$ cat src/source/execPkg.sv
package execPkg;

	// Datapath sizes
	localparam int DataWidth = 16;
	localparam int OpcodeWidth = 8;
	localparam int RegCount = 16;
	localparam int RegAddrWidth = 4;

	// Operation selected by the low opcode nibble
	localparam logic [3:0] OpAdd = 4'd1;
	localparam logic [3:0] OpSub = 4'd2;
	localparam logic [3:0] OpXor = 4'd3;
	localparam logic [3:0] OpOr = 4'd4;
	localparam logic [3:0] OpAnd = 4'd5;
	localparam logic [3:0] OpNot = 4'd6;
	localparam logic [3:0] OpMov = 4'd7;
	localparam logic [3:0] OpCmp = 4'd8;
	localparam logic [3:0] OpJump = 4'd9;
	localparam logic [3:0] OpLsh = 4'd11;
	localparam logic [3:0] OpRsh = 4'd12;

	// Set for a constant second argument
	localparam int ImmBit = 5;

	// Jump conditions, tested against the stored flags
	localparam logic [2:0] CondAlways = 3'd0;
	localparam logic [2:0] CondNotZero = 3'd1;
	localparam logic [2:0] CondZero = 3'd2;
	localparam logic [2:0] CondGreater = 3'd3;
	localparam logic [2:0] CondSmaller = 3'd4;
	localparam logic [2:0] CondEqual = 3'd5;
	localparam logic [2:0] CondNotEqual = 3'd6;
	localparam logic [2:0] CondGreaterEqual = 3'd7;

	// Sequencer states
	localparam logic StateIdle = 1'b0;
	localparam logic StateExec = 1'b1;

	// Upper nibble reads differently for ALU/MOV and for jumps
	typedef union packed {
		struct packed {
			logic [OpcodeWidth-1:ImmBit+1] reservedHigh;
			logic imm;
			logic [ImmBit-1:4] reservedLow;
			logic [3:0] op;
		} aluView;
		struct packed {
			logic regTarget;
			logic [2:0] cond;
			logic [3:0] op;
		} jumpView;
	} instrWord_u;

	typedef struct packed {
		logic equal;
		logic greater;
		logic zero;
	} flags_s;

	typedef enum logic [3:0] {
		AluAdd,
		AluSub,
		AluXor,
		AluOr,
		AluAnd,
		AluNot,
		AluLsh,
		AluRsh,
		AluCmp
	} aluOp_e;

endpackage

$ cat src/source/regFileIf.sv
interface regFileIf;

	// Two read ports, both addressed by the sequencer
	logic [execPkg::RegAddrWidth-1:0] readAddrA;
	logic [execPkg::RegAddrWidth-1:0] readAddrB;
	logic [execPkg::DataWidth-1:0] readDataA;
	logic [execPkg::DataWidth-1:0] readDataB;

	// Single write port
	logic writeEn;
	logic [execPkg::RegAddrWidth-1:0] writeAddr;
	logic [execPkg::DataWidth-1:0] writeData;

	modport seq (
		output readAddrA,
		output readAddrB,
		output writeEn,
		output writeAddr,
		output writeData,
		input readDataA,
		input readDataB
	);

	modport rf (
		input readAddrA,
		input readAddrB,
		input writeEn,
		input writeAddr,
		input writeData,
		output readDataA,
		output readDataB
	);

endinterface

$ cat src/source/registerFile.sv
module registerFile (
	input logic clk,
	input logic rst,
	regFileIf.rf rfPort
);

	logic [execPkg::DataWidth-1:0] regs [execPkg::RegCount];

	// Whole file comes up as zero
	always_ff @(posedge clk) begin
		if (rst) begin
			for (int i = 0; i < execPkg::RegCount; i++) begin
				regs[i] <= '0;
			end
		end else if (rfPort.writeEn) begin
			regs[rfPort.writeAddr] <= rfPort.writeData;
		end
	end

	// Reads see the stored value, not the one being written
	assign rfPort.readDataA = regs[rfPort.readAddrA];
	assign rfPort.readDataB = regs[rfPort.readAddrB];

	// Sequencer must present clean write data on every write
	writeKnown: assert property (
		@(posedge clk) disable iff (rst)
		rfPort.writeEn |-> !$isunknown({rfPort.writeAddr, rfPort.writeData})
	);

endmodule

$ cat src/source/alu.sv
module alu (
	input logic [execPkg::DataWidth-1:0] opA,
	input logic [execPkg::DataWidth-1:0] opB,
	input execPkg::aluOp_e op,
	output logic [execPkg::DataWidth-1:0] result,
	output execPkg::flags_s nextFlags
);

	always_comb begin
		case (op)
			execPkg::AluAdd: begin
				// Carry out is dropped
				result = opA + opB;
			end
			execPkg::AluSub: begin
				result = opA - opB;
			end
			execPkg::AluXor: begin
				result = opA ^ opB;
			end
			execPkg::AluOr: begin
				result = opA | opB;
			end
			execPkg::AluAnd: begin
				result = opA & opB;
			end
			execPkg::AluNot: begin
				result = ~opA;
			end
			execPkg::AluLsh: begin
				result = {opA[execPkg::DataWidth-2:0], 1'b0};
			end
			execPkg::AluRsh: begin
				// Logical shift, zero comes in at the top
				result = {1'b0, opA[execPkg::DataWidth-1:1]};
			end
			execPkg::AluCmp: begin
				result = opA;
			end
			default: begin
				result = opA;
			end
		endcase
	end

	// Compare is unsigned
	always_comb begin
		nextFlags.equal = (opA == opB);
		nextFlags.greater = (opA > opB);
		nextFlags.zero = (result == '0);
	end

	// Subtract and xor give zero exactly when the operands match
	zeroMatchesResult: assert final (
		$isunknown({opA, opB}) || !(op inside {execPkg::AluSub, execPkg::AluXor})
			|| (nextFlags.zero == nextFlags.equal)
	);

endmodule

$ cat src/source/instrSequencer.sv
module instrSequencer (
	input logic clk,
	input logic rst,
	input logic instrValid,
	output logic instrReady,
	input logic [execPkg::OpcodeWidth-1:0] opcode,
	input logic [execPkg::DataWidth-1:0] arg1,
	input logic [execPkg::DataWidth-1:0] arg2,
	regFileIf.seq rfPort,
	output logic [execPkg::DataWidth-1:0] aluOpA,
	output logic [execPkg::DataWidth-1:0] aluOpB,
	output execPkg::aluOp_e aluOp,
	input logic [execPkg::DataWidth-1:0] aluResult,
	input execPkg::flags_s aluFlags,
	output logic retire,
	output logic retireWrite,
	output logic [execPkg::DataWidth-1:0] retireData,
	output execPkg::flags_s flags,
	output logic jumpTaken,
	output logic [execPkg::DataWidth-1:0] jumpTarget
);

	logic state;
	execPkg::instrWord_u instrReg;
	logic [execPkg::DataWidth-1:0] arg1Reg;
	logic [execPkg::DataWidth-1:0] arg2Reg;
	logic useAlu;
	logic isCmp;
	logic isMov;
	logic isJump;
	logic regWrite;
	logic condMet;
	logic [execPkg::DataWidth-1:0] writeValue;

	assign instrReady = (state == execPkg::StateIdle);

	// Idle waits for an instruction, Exec lasts exactly one cycle
	always_ff @(posedge clk) begin
		if (rst) begin
			state <= execPkg::StateIdle;
		end else if (state == execPkg::StateIdle) begin
			if (instrValid) begin
				state <= execPkg::StateExec;
			end
		end else begin
			state <= execPkg::StateIdle;
		end
	end

	always_ff @(posedge clk) begin
		if (instrValid && instrReady) begin
			instrReg <= opcode;
			arg1Reg <= arg1;
			arg2Reg <= arg2;
		end
	end

	// Operation class from the shared op nibble
	always_comb begin
		useAlu = 1'b0;
		isCmp = 1'b0;
		isMov = 1'b0;
		isJump = 1'b0;
		aluOp = execPkg::AluAdd;
		case (instrReg.aluView.op)
			execPkg::OpAdd: begin
				useAlu = 1'b1;
				aluOp = execPkg::AluAdd;
			end
			execPkg::OpSub: begin
				useAlu = 1'b1;
				aluOp = execPkg::AluSub;
			end
			execPkg::OpXor: begin
				useAlu = 1'b1;
				aluOp = execPkg::AluXor;
			end
			execPkg::OpOr: begin
				useAlu = 1'b1;
				aluOp = execPkg::AluOr;
			end
			execPkg::OpAnd: begin
				useAlu = 1'b1;
				aluOp = execPkg::AluAnd;
			end
			execPkg::OpNot: begin
				useAlu = 1'b1;
				aluOp = execPkg::AluNot;
			end
			execPkg::OpLsh: begin
				useAlu = 1'b1;
				aluOp = execPkg::AluLsh;
			end
			execPkg::OpRsh: begin
				useAlu = 1'b1;
				aluOp = execPkg::AluRsh;
			end
			execPkg::OpCmp: begin
				isCmp = 1'b1;
				aluOp = execPkg::AluCmp;
			end
			execPkg::OpMov: isMov = 1'b1;
			execPkg::OpJump: isJump = 1'b1;
			// Unknown opcodes fall through and retire with no effect
			default: ;
		endcase
	end

	assign rfPort.readAddrA = arg1Reg[execPkg::RegAddrWidth-1:0];
	assign rfPort.readAddrB = arg2Reg[execPkg::RegAddrWidth-1:0];

	// Operand B doubles as the MOV source
	assign aluOpA = rfPort.readDataA;
	assign aluOpB = instrReg.aluView.imm ? arg2Reg : rfPort.readDataB;

	assign regWrite = useAlu || isMov;
	assign writeValue = isMov ? aluOpB : aluResult;

	assign rfPort.writeEn = (state == execPkg::StateExec) && regWrite;
	assign rfPort.writeAddr = arg1Reg[execPkg::RegAddrWidth-1:0];
	assign rfPort.writeData = writeValue;

	always_comb begin
		case (instrReg.jumpView.cond)
			execPkg::CondAlways: condMet = 1'b1;
			execPkg::CondNotZero: condMet = !flags.zero;
			execPkg::CondZero: condMet = flags.zero;
			execPkg::CondGreater: condMet = flags.greater;
			execPkg::CondSmaller: condMet = !flags.equal && !flags.greater;
			execPkg::CondEqual: condMet = flags.equal;
			execPkg::CondNotEqual: condMet = !flags.equal;
			execPkg::CondGreaterEqual: condMet = flags.equal || flags.greater;
			default: condMet = 1'b0;
		endcase
	end

	// Closing edge of Exec retires the instruction
	always_ff @(posedge clk) begin
		if (rst) begin
			retire <= 1'b0;
			retireWrite <= 1'b0;
			jumpTaken <= 1'b0;
			flags <= '0;
		end else begin
			retire <= (state == execPkg::StateExec);
			if (state == execPkg::StateExec) begin
				retireWrite <= regWrite;
				jumpTaken <= isJump && condMet;
				if (useAlu || isCmp) begin
					flags <= aluFlags;
				end
			end
		end
	end

	always_ff @(posedge clk) begin
		if (state == execPkg::StateExec) begin
			retireData <= (regWrite || isCmp) ? writeValue : '0;
			if (isJump && condMet) begin
				jumpTarget <= instrReg.jumpView.regTarget ? rfPort.readDataA : arg1Reg;
			end
		end
	end

	// Busy while executing, then retired with ready back up
	acceptThenBusy: assert property (
		@(posedge clk) disable iff (rst)
		instrValid && instrReady |=> !instrReady ##1 (retire && instrReady)
	);

	noBackToBackRetire: assert property (
		@(posedge clk) disable iff (rst)
		retire |=> !retire
	);

endmodule

$ cat src/source/instrExecutor.sv
module instrExecutor (
	input logic clk,
	input logic rst,
	input logic instrValid,
	output logic instrReady,
	input logic [execPkg::OpcodeWidth-1:0] opcode,
	input logic [execPkg::DataWidth-1:0] arg1,
	input logic [execPkg::DataWidth-1:0] arg2,
	output logic retire,
	output logic retireWrite,
	output logic [execPkg::DataWidth-1:0] retireData,
	output execPkg::flags_s flags,
	output logic jumpTaken,
	output logic [execPkg::DataWidth-1:0] jumpTarget
);

	logic [execPkg::DataWidth-1:0] aluOpA;
	logic [execPkg::DataWidth-1:0] aluOpB;
	execPkg::aluOp_e aluOp;
	logic [execPkg::DataWidth-1:0] aluResult;
	execPkg::flags_s aluFlags;

	regFileIf rfBus ();

	instrSequencer seqUnit (
		.clk(clk),
		.rst(rst),
		.instrValid(instrValid),
		.instrReady(instrReady),
		.opcode(opcode),
		.arg1(arg1),
		.arg2(arg2),
		.rfPort(rfBus.seq),
		.aluOpA(aluOpA),
		.aluOpB(aluOpB),
		.aluOp(aluOp),
		.aluResult(aluResult),
		.aluFlags(aluFlags),
		.retire(retire),
		.retireWrite(retireWrite),
		.retireData(retireData),
		.flags(flags),
		.jumpTaken(jumpTaken),
		.jumpTarget(jumpTarget)
	);

	alu aluUnit (
		.opA(aluOpA),
		.opB(aluOpB),
		.op(aluOp),
		.result(aluResult),
		.nextFlags(aluFlags)
	);

	registerFile regFile (
		.clk(clk),
		.rst(rst),
		.rfPort(rfBus.rf)
	);

endmodule

$ cat config.mk
export PLATFORM = sky130hd
export DESIGN_NAME = instrExecutor
export DESIGN_NICKNAME = d
export VERILOG_FILES = /design/src/source/execPkg.sv /design/src/source/regFileIf.sv /design/src/source/registerFile.sv /design/src/source/alu.sv /design/src/source/instrSequencer.sv /design/src/source/instrExecutor.sv
export SDC_FILE = /design/constraint.sdc
export NUM_CORES = 1
export LEC_CHECK = 0
export ABC_AREA = 1
export BUFFER_PORTS_ARGS = -buffer_cell sky130_fd_sc_hd__buf_2
export CAP_MARGIN = 20
export CORE_ASPECT_RATIO = 0.75
export CORE_MARGIN = 3
export CORE_UTILIZATION = 32
export CTS_CLUSTER_SIZE = 24
export DETAILED_ROUTE_END_ITERATION = 10
export PLACE_DENSITY_LB_ADDON = 0.05
export SYNTH_ARGS = -nofsm -noshare
export SYNTH_HDL_FRONTEND = slang
export SYNTH_SLANG_ARGS = --single-unit
export TNS_END_PERCENT = 30
$ cat constraint.sdc
create_clock -name clk -period 7.4 [get_ports clk]
set_input_delay 1.85 -clock clk [delete_from_list [all_inputs] [get_ports clk]]
set_output_delay 1.85 -clock clk [all_outputs]
set_load 0.1 [all_outputs]
* Word-level counts from Yosys, hierarchy flattened
Memories as Yosys holds them, arrays and structs flattened. A register that Yosys moved wholly into a read port is not among the register bits.
Index checks and enable logic that the tools add are counted.
Widths: inputs -> output; s select.
** Storage, ports and cells
- Flip-flop bits (word level) :: 79
- Memory bits (writable) :: 256
- Bits of input ports :: 43
- Output and inout bits :: 39
- Memories :: 1
** Operators by class
- Add/subtract/negate cells :: 2
- Magnitude comparators :: 1
- Equal/unequal tests :: 26
- Mux-type cells :: 21
- Bitwise operators :: 5
- Reductions and logical operators :: 19
** Memories
- regFile.regs :: depth 16, width 16, read ports 2, clocked after memory_dff 2, write ports 16, RTL line registerFile.sv:7 : logic [execPkg::DataWidth-1:0] regs [execPkg::RegCount];
** Operators by type and width (count)
- $pmux 16 s8 :: 1
- $mux 16 :: 4
- $eq 4x3->1 const B :: 8
- $pmux 4 s8 :: 1
- $add 16x16->16 :: 1
- $and 16x16->16 :: 1
- $eq 16x16->1 :: 1
- $eq 4x2->1 const B :: 4
- $eq 4x4->1 const B :: 4
- $gt 16x16->1 :: 1
- $logic_not 16->1 :: 1
- $not 16->16 :: 1
- $or 16x16->16 :: 1
- $reduce_or 16->1 :: 1
- $sub 16x16->16 :: 1
- $xor 16x16->16 :: 1
- $eq 3x3->1 const B :: 4
- $mux 4 :: 3
- $mux 1 :: 11
- $eq 4x1->1 const B :: 2
- $pmux 1 s8 :: 1
- $reduce_or 8->1 :: 1
- $eq 3x2->1 const B :: 2
- $logic_and 1x1->1 :: 4
- 8 further kinds :: 14

* Logic depth before layout (Yosys ltp)
Gate-level depths: netlist (run 1).
- Depth after elaboration :: 10
- Depth in mapped cells :: 33

* Cells and area by module
From an unflattened synthesis (run 1), not the netlist that was laid out.
** Unflattened totals
- Cell total of the unflattened synthesis :: 2994
- Area total of the unflattened synthesis :: 22128.7 µm²
** By module, submodules not included
- registerFile :: times used 1, cells an instance 1966, area each 14808.0 µm²
- instrSequencer :: times used 1, cells an instance 317, area each 3728.6 µm²
- alu :: times used 1, cells an instance 711, area each 3592.2 µm²

* Worst setup path before layout (run 1)
No wires, ideal clock.
- Path type :: reg-to-reg
- From :: register (tool-made name)
- To :: memory regFile.regs[10][14] in the netlist's numbering (data pin)
- Library setup time :: 265 ps
- Arrival :: 3707 ps
- Setup slack :: 3428 ps
- Cell stages (with the launch flop) :: 28
- Cell sequence :: dfxtp_1 buf_4 buf_2 clkbuf_2 clkbuf_1 o21ai_0 o221ai_1 nand3_1 nand3_1 o21ai_0 inv_1 ha_1 inv_1 fa_1 inv_1 o21a_1 o21bai_1 nand3_1 nand2_1 nand3_1 nand2_1 nand2_1 nand3_1 nand3_1 nand3_2 a31oi_4 buf_6 nor2_2
** RTL lines (RTL line)
- end: declaration :: registerFile.sv:7

==> out/qor.txt, run 1 <==
status: complete, no violations
most common cell after layout, fill and taps aside: nand2_1
Cell variety after synth: 54
Ports: 82
CTS HTree Levels: 2
largest net degree at the start of global routing: 146
Final min period: 5.74 ns
area of the multi-input gates: 0.00876 mm²
Reg area: 0.0102 mm²
met3 Usage GRT: 4.40%
Max Cap Viol: 0
Remaining Overflow, GRT: 0
Crit-path slowest cell: inv_4
initial antenna violation count: 1
Post-synth EDFFs: 328
Residual DRC: 0
Hold Path Cell Cnt: 2
PwrDens: 267 mW/mm²
Hold Crit Start: seqUnit.retireWrite$_SDFFE_PP0P_
first-pass GRT wire length: 120 mm
Final Skew: 0.0321 ns
TritonCTS buffer count: 41
cell total after placement: 3,227
Reg2Reg Capture Point: seqUnit.retireData[13]$_SDFFCE_PN0P_
Most common cell on crit path: nand2_1
Synth Net Count: 2,500
total negative slack: 0 ns
post-synth design cell area: 0.0203 mm²
GRT met2 Usage: 35.0%
Routed Antenna Nets: 0
Worst EP arrival: 6.02 ns
Initial Utilization: 32.6%
startpoint type of the worst setup path: flip-flop
CP max stage delay: 0.69 ns
largest fanout on the critical path: 91
worst ir drop on vdd: 0.000139 V
Fmax: 174 MHz
cells after synthesis: 2,410
Finished Cell Area: 0.0226 mm²
PortBufs: 81
setup ws final: 1.66 ns
layout cell share with drive strength beyond 1: 12.6%
register-to-register setup slack: 1.66 ns
Synth Flop Type: edfxtp_1
Placement Setup Slack: 1.85 ns
Reg clk slew, reported paths: 0.06 ns
most frequent cells in the layout: 484 x nand2_1, 467 x nor2_1, 328 x edfxtp_1, 259 x nand3_1, 190 x o21ai_0
P_leak: 0.00884 µW
Clock Latency Late Sink: 0.59 ns
ys async rst share: 0%
Area growth syn-to-layout: 11.3%
Hold Path Class: flip-flop to flip-flop
Post-Route WL: 84.4 mm
detailed placement HPWL: 56.6 mm
# nets final: 2,513
CTS Sinks: 343
Slew headroom: 26.5%
RD Place Congestion: 0.966
WL/cell: 25.6 µm
die width: 297 µm
CP required: 7.67 ns
Syn Area/Cell: 8.44 µm²
DR iter-0 viols: 2,314
post-cts resize count: 0
number of antenna cells inserted: 0
Max Slew Vio Count: 0
Non-Filler Instances: 3,304
CTS Hold Buffers Added: 0
TritonCTS clock tree: done
vias in the first global route: 17,000
die height: 224 µm
sequential share of the synthesized area: 49.9%
FP Rows: 79
filler cell count: 6,544
Via Count: 18,200
Root Buffer: clkbuf_16
Worst Max-Slew Pin Slew: 1.10 ns
most used routing layer: met1
Layout Utilization: 36.2%
setup bufs post-CTS: 0
kind of critical path: flip-flop to flip-flop
crit end category: flip-flop
Final period util: 77.6%
RSZ-0062 raised after global routing: no
hold path endpoint: seqUnit.retireWrite$_SDFFE_PP0P_
final hold violations: 0
GRT Resource Usage Total: 24.4%
router iterations before antenna repair: 6
Yosys warnings: 0
M1 GR Usage: 37.7%
final number of setup-violating endpoints: 0
core area: 0.0625 mm²
clock buffer depth: 3
vias per cell: 5.51
Register-to-Register Path Depth: 25
Seq cells post-synth: 343
die area: 0.0667 mm²
placed cell area: 0.0212 mm²
cell usage after synthesis, types with 32 or more instances:
cell type | count | area (µm²)
buf_6 | 32 | 360
o21ai_0 | 190 | 951
nor2_1 | 468 | 1760
inv_1 | 114 | 428
o21ai_1 | 36 | 180
nor2_2 | 32 | 200
a21oi_1 | 59 | 295
ha_1 | 45 | 563
nand3_1 | 259 | 1300
nand2_1 | 484 | 1820
clkbuf_1 | 62 | 233
buf_2 | 44 | 220
o221ai_1 | 42 | 368
edfxtp_1 | 328 | 9850
routing by layer:
layer	up-vias	share of wire, %
met5	-	0
met4	0	2.4
met3	118	8.8
met2	872	41
met1	8913	48
li1	8286	-
kinds of logic (layout without fill, tap and decap cells):
logic type / after synthesis / after routing / share of synthesized area (%)
AOI/OAI and AO/OA: 416 / 416 / 12.5
xor gates and xnor gates: 1 / 1 / 0.0431
adders and majority gates: 47 / 47 / 2.96
buffers and inverters: 289 / 333 / 7.03
DFF: 343 / 343 / 49.9
and+or+nand+nor: 1314 / 1314 / 27.6
registers in the layout, summed over array words and instances, names as in the netlist, named ones only:
signal,count
seqUnit.instrReg,8
seqUnit.jumpTaken,1
seqUnit.retire,1
seqUnit.retireWrite,1
regFile.regs,256
seqUnit.flags,3
seqUnit.arg1Reg,16
seqUnit.jumpTarget,16
seqUnit.state,1
seqUnit.retireData,16
seqUnit.arg2Reg,16
metrics by stage:
step / total power, µW / hold slack [ns]
2_1_floorplan: 3440 / 0.439
3_3_place_gp: 4020 / 0.463
3_5_place_dp: 4000 / 0.469
4_1_cts: 6070 / 0.479
5_1_grt: 6320 / 0.497
6_report: 6050 / 0.477
report_power, final:
part / total, µW / switching [µW] / internal, µW
registers: 2260 / 43.3 / 2210
clock network: 2050 / 868 / 1180
logic: 1750 / 1340 / 409
total: 6050 / 2250 / 3800
how the worst max path moves through the flow:
stage              start                              endpoint  slack (ns)  cells after the start
2_1_floorplan  flip-flop    regFile.regs[10][14]$_SDFFCE_PN0P_        3.43                     27
3_3_place_gp   flip-flop     regFile.regs[3][13]$_SDFFCE_PN0P_        1.77                     25
3_5_place_dp   flip-flop  seqUnit.retireData[13]$_SDFFCE_PN0P_        1.85                     25
4_1_cts        flip-flop  seqUnit.retireData[13]$_SDFFCE_PN0P_        1.79                     24
5_1_grt        flip-flop     regFile.regs[1][13]$_SDFFCE_PN0P_        1.40                     25
6_report       flip-flop  seqUnit.retireData[13]$_SDFFCE_PN0P_        1.66                     25
cell type report:
cell class	instances	area share (%)
timing repair buffer	126	3.60
tap	850	4.70
sequential	343	44.9
clock inverter	27	1.14
clock buffer	47	4.73
multi-input combinational	1778	38.7
inverter	133	2.22
worst max-delay path, delay by kind of cell (launching register included):
| family | cells | cell delay [ns] |
|---|---|---|
| compound gates | 7 | 2.06 |
| flops | 1 | 0.36 |
| buf+inv | 3 | 0.93 |
| simple gates | 14 | 1.55 |
| fa+ha+maj | 1 | 0.44 |
(Power assumes the default switching activity.)
==> run 2, diff against run 1 <==
--- a/config.mk
+++ b/config.mk
@@ -5,7 +5,7 @@
 export SDC_FILE = /design/constraint.sdc
 export NUM_CORES = 1
 export LEC_CHECK = 0
-export ABC_AREA = 1
+export ABC_AREA = 0
 export BUFFER_PORTS_ARGS = -buffer_cell sky130_fd_sc_hd__buf_2
 export CAP_MARGIN = 20
 export CORE_ASPECT_RATIO = 0.75
==> constraint.sdc (replaced) <==
create_clock -name clk -period 5.3 [get_ports clk]
set_input_delay 1.325 -clock clk [delete_from_list [all_inputs] [get_ports clk]]
set_output_delay 1.325 -clock clk [all_outputs]
set_load 0.1 [all_outputs]
==> run 2 against run 1 <==
Net effect: the flow now finishes with violations (setup timing); cell count decreased by 17%; largest power group unchanged; largest cell class unchanged; wire length up 3.3%; sequential power rose by 41%; critical endpoint is now seqUnit.flags[0]$_SDFFE_PP0P_; power is 49% higher; flip-flop and latch count unchanged; clock power up 29%; worst hold slack improved by 0.0076 ns; via count decreased by 13%; non-clock buffer count up 226; sequential share of layout area down 3.9 points; first-iteration DRC count down 11%.
==> out/qor.txt, run 2 <==
status: finished, violations left
failing checks: setup timing
logic gate share of total power: 35.3% (+6.4 points)
TritonCTS buffer count: 39 (-4.9%)
Max Slew Vio Count: 0 (unchanged)
post-synth design cell area: 0.0198 mm² (-2.8%)
Cell variety after synth: 78 (+44%)
Max Cap Viol: 0 (unchanged)
FP Rows: 78 (-1.3%)
Root Buffer: clkbuf_16
largest family of logic cells by synthesized area: multiplexers
setup ws final: -0.168 ns (-1.83 ns)
CTS Hold Buffers Added: 0 (unchanged)
Synth Area in Adders: 3.05% (+0.085 points)
router iterations before antenna repair: 5 (-1)
die width: 293 µm (-1.4%)
RD Place Congestion: 0.955 (-1.1%)
die area: 0.0648 mm² (-2.7%)
Clk pwr share: 29.4% (-4.4 points)
initial antenna violation count: 3 (+2)
DR iter-0 viols: 2,069 (-11%)
Area growth syn-to-layout: 25.3%
P_leak: 0.00942 µW (+6.6%)
WL/cell: 31.9 µm (+25%)
Synth Area in Compound Gates: 8.85% (-3.6 points)
most common cell after layout, fill and taps aside: nor2_1
Synth area leader: edfxtp_1
sequential share of the synthesized area: 51.3% (+1.4 points)
cell with the most instances after synthesis: nor2_1
ys async rst share: 0% (unchanged)
detailed placement HPWL: 62.0 mm (+9.6%)
top cells by area, synth: edfxtp_1 50%, mux4_2 14%, nor2_1 6.6%
Seq pwr share: 35.3% (-2.0 points)
Fmax: 183 MHz (+5.0%)
placed cell area: 0.0229 mm² (+7.8%)
Finished Cell Area: 0.0248 mm² (+9.5%)
Synth Flop Type: edfxtp_1
post-synthesis xor/xnor area fraction: 0.354% (+0.31 points)
Post-synth EDFFs: 328 (unchanged)
Remaining Overflow, GRT: 0 (unchanged)
Worst Max-Slew Pin Slew: 1.11 ns (+0.0140 ns)
crit end category: flip-flop
clock buffer depth: 3 (unchanged)
TritonCTS clock tree: done
PortBufs: 81 (unchanged)
Final period util: 103% (+26 points)
Reg with most FFs: regFile.regs
Post-synth top cells: 346 x nor2_1, 328 x edfxtp_1, 126 x mux4_2
Slew headroom: 25.8% (-0.76 points)
Post-Route WL: 87.2 mm (+3.3%)
PwrDens: 364 mW/mm² (+36%)
cells after synthesis: 1,628 (-32%)
largest fanout on the critical path: 6 (-93%)
Non-Filler Instances: 2,731 (-17%)
Synth Area in Simple Gates: 12.3% (-15 points)
Final Skew: 0.0148 ns (-0.0172 ns)
Clock Latency Late Sink: 0.57 ns (-0.02 ns)
vias in the first global route: 15,200 (-11%)
die height: 221 µm (-1.4%)
Net Sw Power: 3140 µW (+39%)
final number of setup-violating endpoints: 4 (+4)
Yosys top cell area share: 49.8% (+1.4 points)
# nets final: 1,992 (-21%)
core area: 0.0608 mm² (-2.7%)
filler cell count: 5,885 (-10%)
largest net degree at the start of global routing: 37 (-75%)
CTS HTree Levels: 2 (unchanged)
Syn Area/Cell: 12.1 µm² (+44%)
Routed Antenna Nets: 0 (unchanged)
Final min period: 5.47 ns (-0.274 ns)
Ports: 82 (unchanged)
Hold Path Class: flip-flop to flip-flop
most frequent cells in the layout: 338 x nor2_1, 328 x edfxtp_1, 228 x buf_4, 126 x mux4_2, 82 x nand2_1
Via Count: 15,700 (-13%)
Seq cells post-synth: 343 (unchanged)
CP required: 5.78 ns (-1.89 ns)
Initial Utilization: 32.5% (-0.036 points)
final hold violations: 0 (unchanged)
internal cell power: 5890 µW (+55%)
kind of critical path: flip-flop to flip-flop
layout cell share with drive strength beyond 1: 33.3% (+21 points)
cell total after placement: 2,639 (-18%)
vias per cell: 5.76 (+4.7%)
Synth Net Count: 1,718 (-31%)
Layout Utilization: 40.7% (+4.5 points)
CTS Sinks: 343 (unchanged)
startpoint type of the worst setup path: flip-flop
Reg clk slew, reported paths: 0.06 ns (about the same)
Yosys warnings: 0 (unchanged)
Worst EP arrival: 5.95 ns (-0.07 ns)
switch share: 34.8% (-2.4 points)
RSZ-0062 raised after global routing: yes
mux cell area share after synthesis: 20.6% (+21 points)
Placement Setup Slack: -0.495 ns (-2.35 ns)
max reg flops: 256 (unchanged)
worst ir drop on vdd: 0.000181 V (+30%)
GRT Resource Usage Total: 26.4% (+2.0 points)
first-pass GRT wire length: 120 mm (+0.13%)
Residual DRC: 0 (unchanged)
## run 2: path summary, 6_finish.rpt
check,slack [ns],end,cells after the start,start
worst max register to register,-0.17,seqUnit.flags[0]$_SDFFE_PP0P_,21,flip-flop
worst min-delay path,0.48,seqUnit.retireWrite$_SDFFE_PP0P_,2,seqUnit.retireWrite$_SDFFE_PP0P_
worst max-delay path,-0.17,seqUnit.flags[0]$_SDFFE_PP0P_,21,flip-flop
worst min register to register,0.48,seqUnit.retireWrite$_SDFFE_PP0P_,2,seqUnit.retireWrite$_SDFFE_PP0P_
## run 2: per-stage QoR
| step | total power [µW] | hold WS (ns) | setup TNS [ns] |
|---|---|---|---|
| floorplan | 4750 | 0.476 | 0 |
| global placement | 6110 | 0.463 | -16.08 |
| detailed placement | 6080 | 0.468 | -10.19 |
| CTS | 8870 | 0.485 | -0.0974 |
| global route | 9350 | 0.511 | -3.08 |
| finish | 9030 | 0.485 | -0.185 |
## run 2: layout make-up
| class | count | area, µm² | area share (%) |
|---|---|---|---|
| well taps | 800 | 1000 | 4.04 |
| repair buffers | 352 | 2900 | 11.7 |
| flip-flops and latches | 343 | 10200 | 41.0 |
| diodes | 1 | 2.50 | 0.0101 |
| multi-input cells | 1118 | 9330 | 37.7 |
| inverters | 48 | 180 | 0.727 |
| clock buffers | 46 | 1020 | 4.13 |
| clock inverters | 23 | 171 | 0.692 |
## run 2: kinds of logic (layout without fill, tap and decap cells)
kind of cell               Yosys count  in the layout
and+or+nand+nor                    563            563
DFF                                343            343
AOI/OAI and AO/OA                  256            256
muxes                              244            244
buffers and inverters              167            469
adders and majority gates           47             47
xor gates and xnor gates             8              8
other                                0              1
## run 2: what timing repair did
action,CTS,global route
resized for setup,47,48
setup buffers,8,9
pin swaps,12,13
cloned,2,3
hold endpoints to repair,0,0
setup endpoints to repair,85,86
## run 2: power by group through the flow
stage,Combinational [µW],Sequential [µW],Clock [µW]
2_1_floorplan,1460,3290,0
3_3_place_gp,2870,3240,0
3_5_place_dp,2840,3240,0
4_1_cts,2970,3190,2710
5_1_grt,3350,3200,2800
6_report,3180,3190,2650
## run 2: per-layer routing
metal	track usage (%)	routed length, µm	vias up
met4	6.98	2330	0
li1	-	-	6708
met1	41.2	41500	8138
met3	6.97	8250	110
met5	0	0	-
met2	35.7	35100	787
## run 2: worst max-delay path, cell delays in order, from the launching register on
cell,delay [ns]
dfxtp_4,0.40
buf_12,0.15
buf_12,0.11
mux4_2,0.51
mux4_2,0.53
mux2i_4,0.19
buf_6,0.13
ha_4,0.22
buf_12,0.13
nand3_2,0.13
buf_4,0.13
nand2_1,0.06
a21o_1,0.19
a21o_1,0.21
o21ba_2,0.20
a211o_1,0.28
a2111oi_2,0.30
buf_4,0.18
o221a_2,0.20
or4b_1,0.43
or4_4,0.44
o31ai_4,0.23
==> run 3, diff against run 2 <==
--- a/config.mk
+++ b/config.mk
@@ -13,8 +13,9 @@
 export CORE_UTILIZATION = 32
 export CTS_CLUSTER_SIZE = 24
 export DETAILED_ROUTE_END_ITERATION = 10
+export GPL_ROUTABILITY_DRIVEN = 0
 export PLACE_DENSITY_LB_ADDON = 0.05
+export SKIP_LAST_GASP = 1
 export SYNTH_ARGS = -nofsm -noshare
 export SYNTH_HDL_FRONTEND = slang
 export SYNTH_SLANG_ARGS = --single-unit
-export TNS_END_PERCENT = 30
==> run 3 against run 2 <==
Net effect: count of clock-buffer cells in the layout increased by 6; worst setup slack better by 0.10 ns; the run still ends with setup timing left; register-to-register slack better by 0.10 ns; via count fell by 0.61%; sequential share of layout area rose by 0.71 points; sequential power is essentially flat; global-route usage down 0.58 points.
==> out/qor.txt, run 3 (synthesized netlist as in run 2, its figures left out) <==
status: finished, violations left
failing checks: setup timing
Final min period: 5.37 ns (-0.102 ns)
setup ws final: -0.0653 ns (+0.102 ns)
Routed Antenna Nets: 0 (unchanged)
hold slack: 0.488 ns (+0.00281 ns)
TritonCTS clock tree: done
initial antenna violation count: 4 (+1)
hold path endpoint: seqUnit.retireWrite$_SDFFE_PP0P_
WL/cell: 31.7 µm (-0.69%)
startpoint type of the worst setup path: flip-flop
area of the multi-input gates: 0.00920 mm² (-1.4%)
PwrDens: 367 mW/mm² (+0.74%)
CP required: 5.78 ns (about the same)
Via Count: 15,600 (-0.61%)
largest net degree at the start of global routing: 32 (-14%)
FP Rows: 78 (unchanged)
Area growth syn-to-layout: 23.2%
Worst Max-Slew Pin Slew: 1.10 ns (-0.0101 ns)
Reg2Reg Capture Point: seqUnit.flags[0]$_SDFFE_PP0P_
register-to-register setup slack: -0.07 ns (+0.10 ns)
P_leak: 0.00924 µW (-2.0%)
Worst EP arrival: 5.85 ns (-0.10 ns)
Register-to-Register Path Depth: 18 (-14%)
Reg area: 0.0102 mm² (about the same)
Initial Utilization: 32.5% (unchanged)
CTS HTree Levels: 2 (unchanged)
TritonCTS buffer count: 39 (unchanged)
die width: 293 µm (unchanged)
Reg clk slew, reported paths: 0.06 ns (about the same)
worst ir drop on vdd: 0.000241 V (+33%)
Hold Crit Start: seqUnit.retireWrite$_SDFFE_PP0P_
Post-Route WL: 85.5 mm (-1.9%)
Max Slew Vio Count: 0 (unchanged)
Reg with most FFs: regFile.regs
Slew headroom: 26.4% (+0.67 points)
clock buffer depth: 3 (unchanged)
Hold Path Class: flip-flop to flip-flop
Final Skew: 0.0176 ns (+0.00279 ns)
detailed placement HPWL: 60.2 mm (-3.0%)
GRT Resource Usage Total: 25.8% (-0.58 points)
CTS Sinks: 343 (unchanged)
Hold Path Cell Cnt: 2 (unchanged)
Residual DRC: 0 (unchanged)
first-pass GRT wire length: 118 mm (-1.9%)
Ports: 82 (unchanged)
Final period util: 101% (-1.9 points)
kind of critical path: flip-flop to flip-flop
PnR Total Power: 8940 µW (-0.95%)
die height: 221 µm (unchanged)
final hold violations: 0 (unchanged)
largest fanout on the critical path: 7 (+1)
Placement Setup Slack: -0.0142 ns (+0.481 ns)
PortBufs: 81 (unchanged)
die area: 0.0648 mm² (unchanged)
Fmax: 186 MHz (+1.9%)
DR iter-0 viols: 2,004 (-3.1%)
vias per cell: 5.80 (+0.61%)
vias in the first global route: 15,100 (-0.55%)
Root Buffer: clkbuf_16
Clock Latency Late Sink: 0.57 ns (about the same)
crit end category: flip-flop
Remaining Overflow, GRT: 0 (unchanged)
Max Cap Viol: 0 (unchanged)
most frequent cells in the layout: 344 x nor2_1, 328 x edfxtp_1, 202 x buf_4, 126 x mux4_2
layout cell share with drive strength beyond 1: 31.5% (-1.8 points)
# nets final: 1,956 (-1.8%)
CTS Hold Buffers Added: 0 (unchanged)
most common cell after layout, fill and taps aside: nor2_1
final number of setup-violating endpoints: 1 (-3)
RSZ-0062 raised after global routing: yes
filler cell count: 5,786 (-1.7%)
router iterations before antenna repair: 6 (+1)
core area: 0.0608 mm² (unchanged)
max reg flops: 256 (unchanged)
## run 3: cell types whose count changed in the layout (fill, tap and decap cells not counted), moves of 4 or more
cell,before,now
a21oi_2,3,8
clkinv_1,14,6
buf_4,228,202
nor2_1,338,344
buf_6,11,3
nor2_2,8,2
mux2i_1,72,76
clkbuf_1,6,12
## run 3: how the worst max path moves through the flow
stage	start	endpoint	slack (ns)	cells after the start
3_5_place_dp	flip-flop	seqUnit.flags[0]$_SDFFE_PP0P_	-0.01	18
6_report	flip-flop	seqUnit.flags[0]$_SDFFE_PP0P_	-0.07	18
4_1_cts	flip-flop	seqUnit.flags[0]$_SDFFE_PP0P_	0.002	20
3_3_place_gp	flip-flop	seqUnit.flags[0]$_SDFFE_PP0P_	0.004	19
2_1_floorplan	flip-flop	regFile.regs[10][11]$_SDFFCE_PN0P_	0.02	19
5_1_grt	flip-flop	seqUnit.flags[0]$_SDFFE_PP0P_	-0.20	18
## run 3: cell type report
| class | instances | area share, % |
|---|---|---|
| Tap cell | 800 | 4.11 |
| Sequential cell | 343 | 41.7 |
| Timing Repair Buffer | 316 | 10.5 |
| Inverter | 48 | 0.740 |
| Clock inverter | 20 | 0.806 |
| Clock buffer | 52 | 4.29 |
| Antenna cell | 1 | 0.0103 |
| Multi-Input combinational cell | 1118 | 37.8 |
## run 3: layer usage
layer | routed length, µm | vias to the layer above | global-route usage, %
li1 | - | 6650 | -
met3 | 7980 | 110 | 6.08
met2 | 35500 | 789 | 36.3
met5 | 8 | - | 0
met1 | 40000 | 8096 | 39.8
met4 | 1950 | 2 | 6.29
## run 3: stage by stage
stage          utilization (%)  TNS [ns]  instances  area (µm²)
2_1_floorplan                -         0       1628       19900
3_3_place_gp              37.2         0       2607       22600
3_5_place_dp              37.2   -0.0142       2608       22600
4_1_cts                   39.3         0       2680       23900
5_1_grt                   40.1    -0.373       2697       24400
6_report                  40.1   -0.0653       2698       24400
## run 3: timing repair
| action | in CTS | in global routing |
|---|---|---|
| pin swaps | 0 | 14 |
| resized for setup | 4 | 51 |
| setup endpoints to repair | 1 | 112 |
| gates cloned | 0 | 5 |
| buffers inserted | 0 | 12 |
## run 3: critical path: stages (launching register included)
cell and delay [ns]:
dfxtp_4 0.41, buf_12 0.12, clkbuf_16 0.15, mux4_2 0.48
mux4_2 0.54, mux2i_1 0.15, buf_4 0.16, ha_1 0.20
nor2b_1 0.22, o21ai_0 0.13, nor2b_1 0.16, and3_1 0.18
a2111o_1 0.42, nor2_2 0.22, o21bai_1 0.14, or4_4 0.43
or4b_4 0.54, or4_4 0.43, o31ai_2 0.20
## run 3: power by group
group	leakage, µW	switching [µW]	internal, µW
sequential	0.00345	89.8	3100
combinational	0.00518	1820	1210
clock	0.000602	1190	1550
total	0.00924	3090	5850
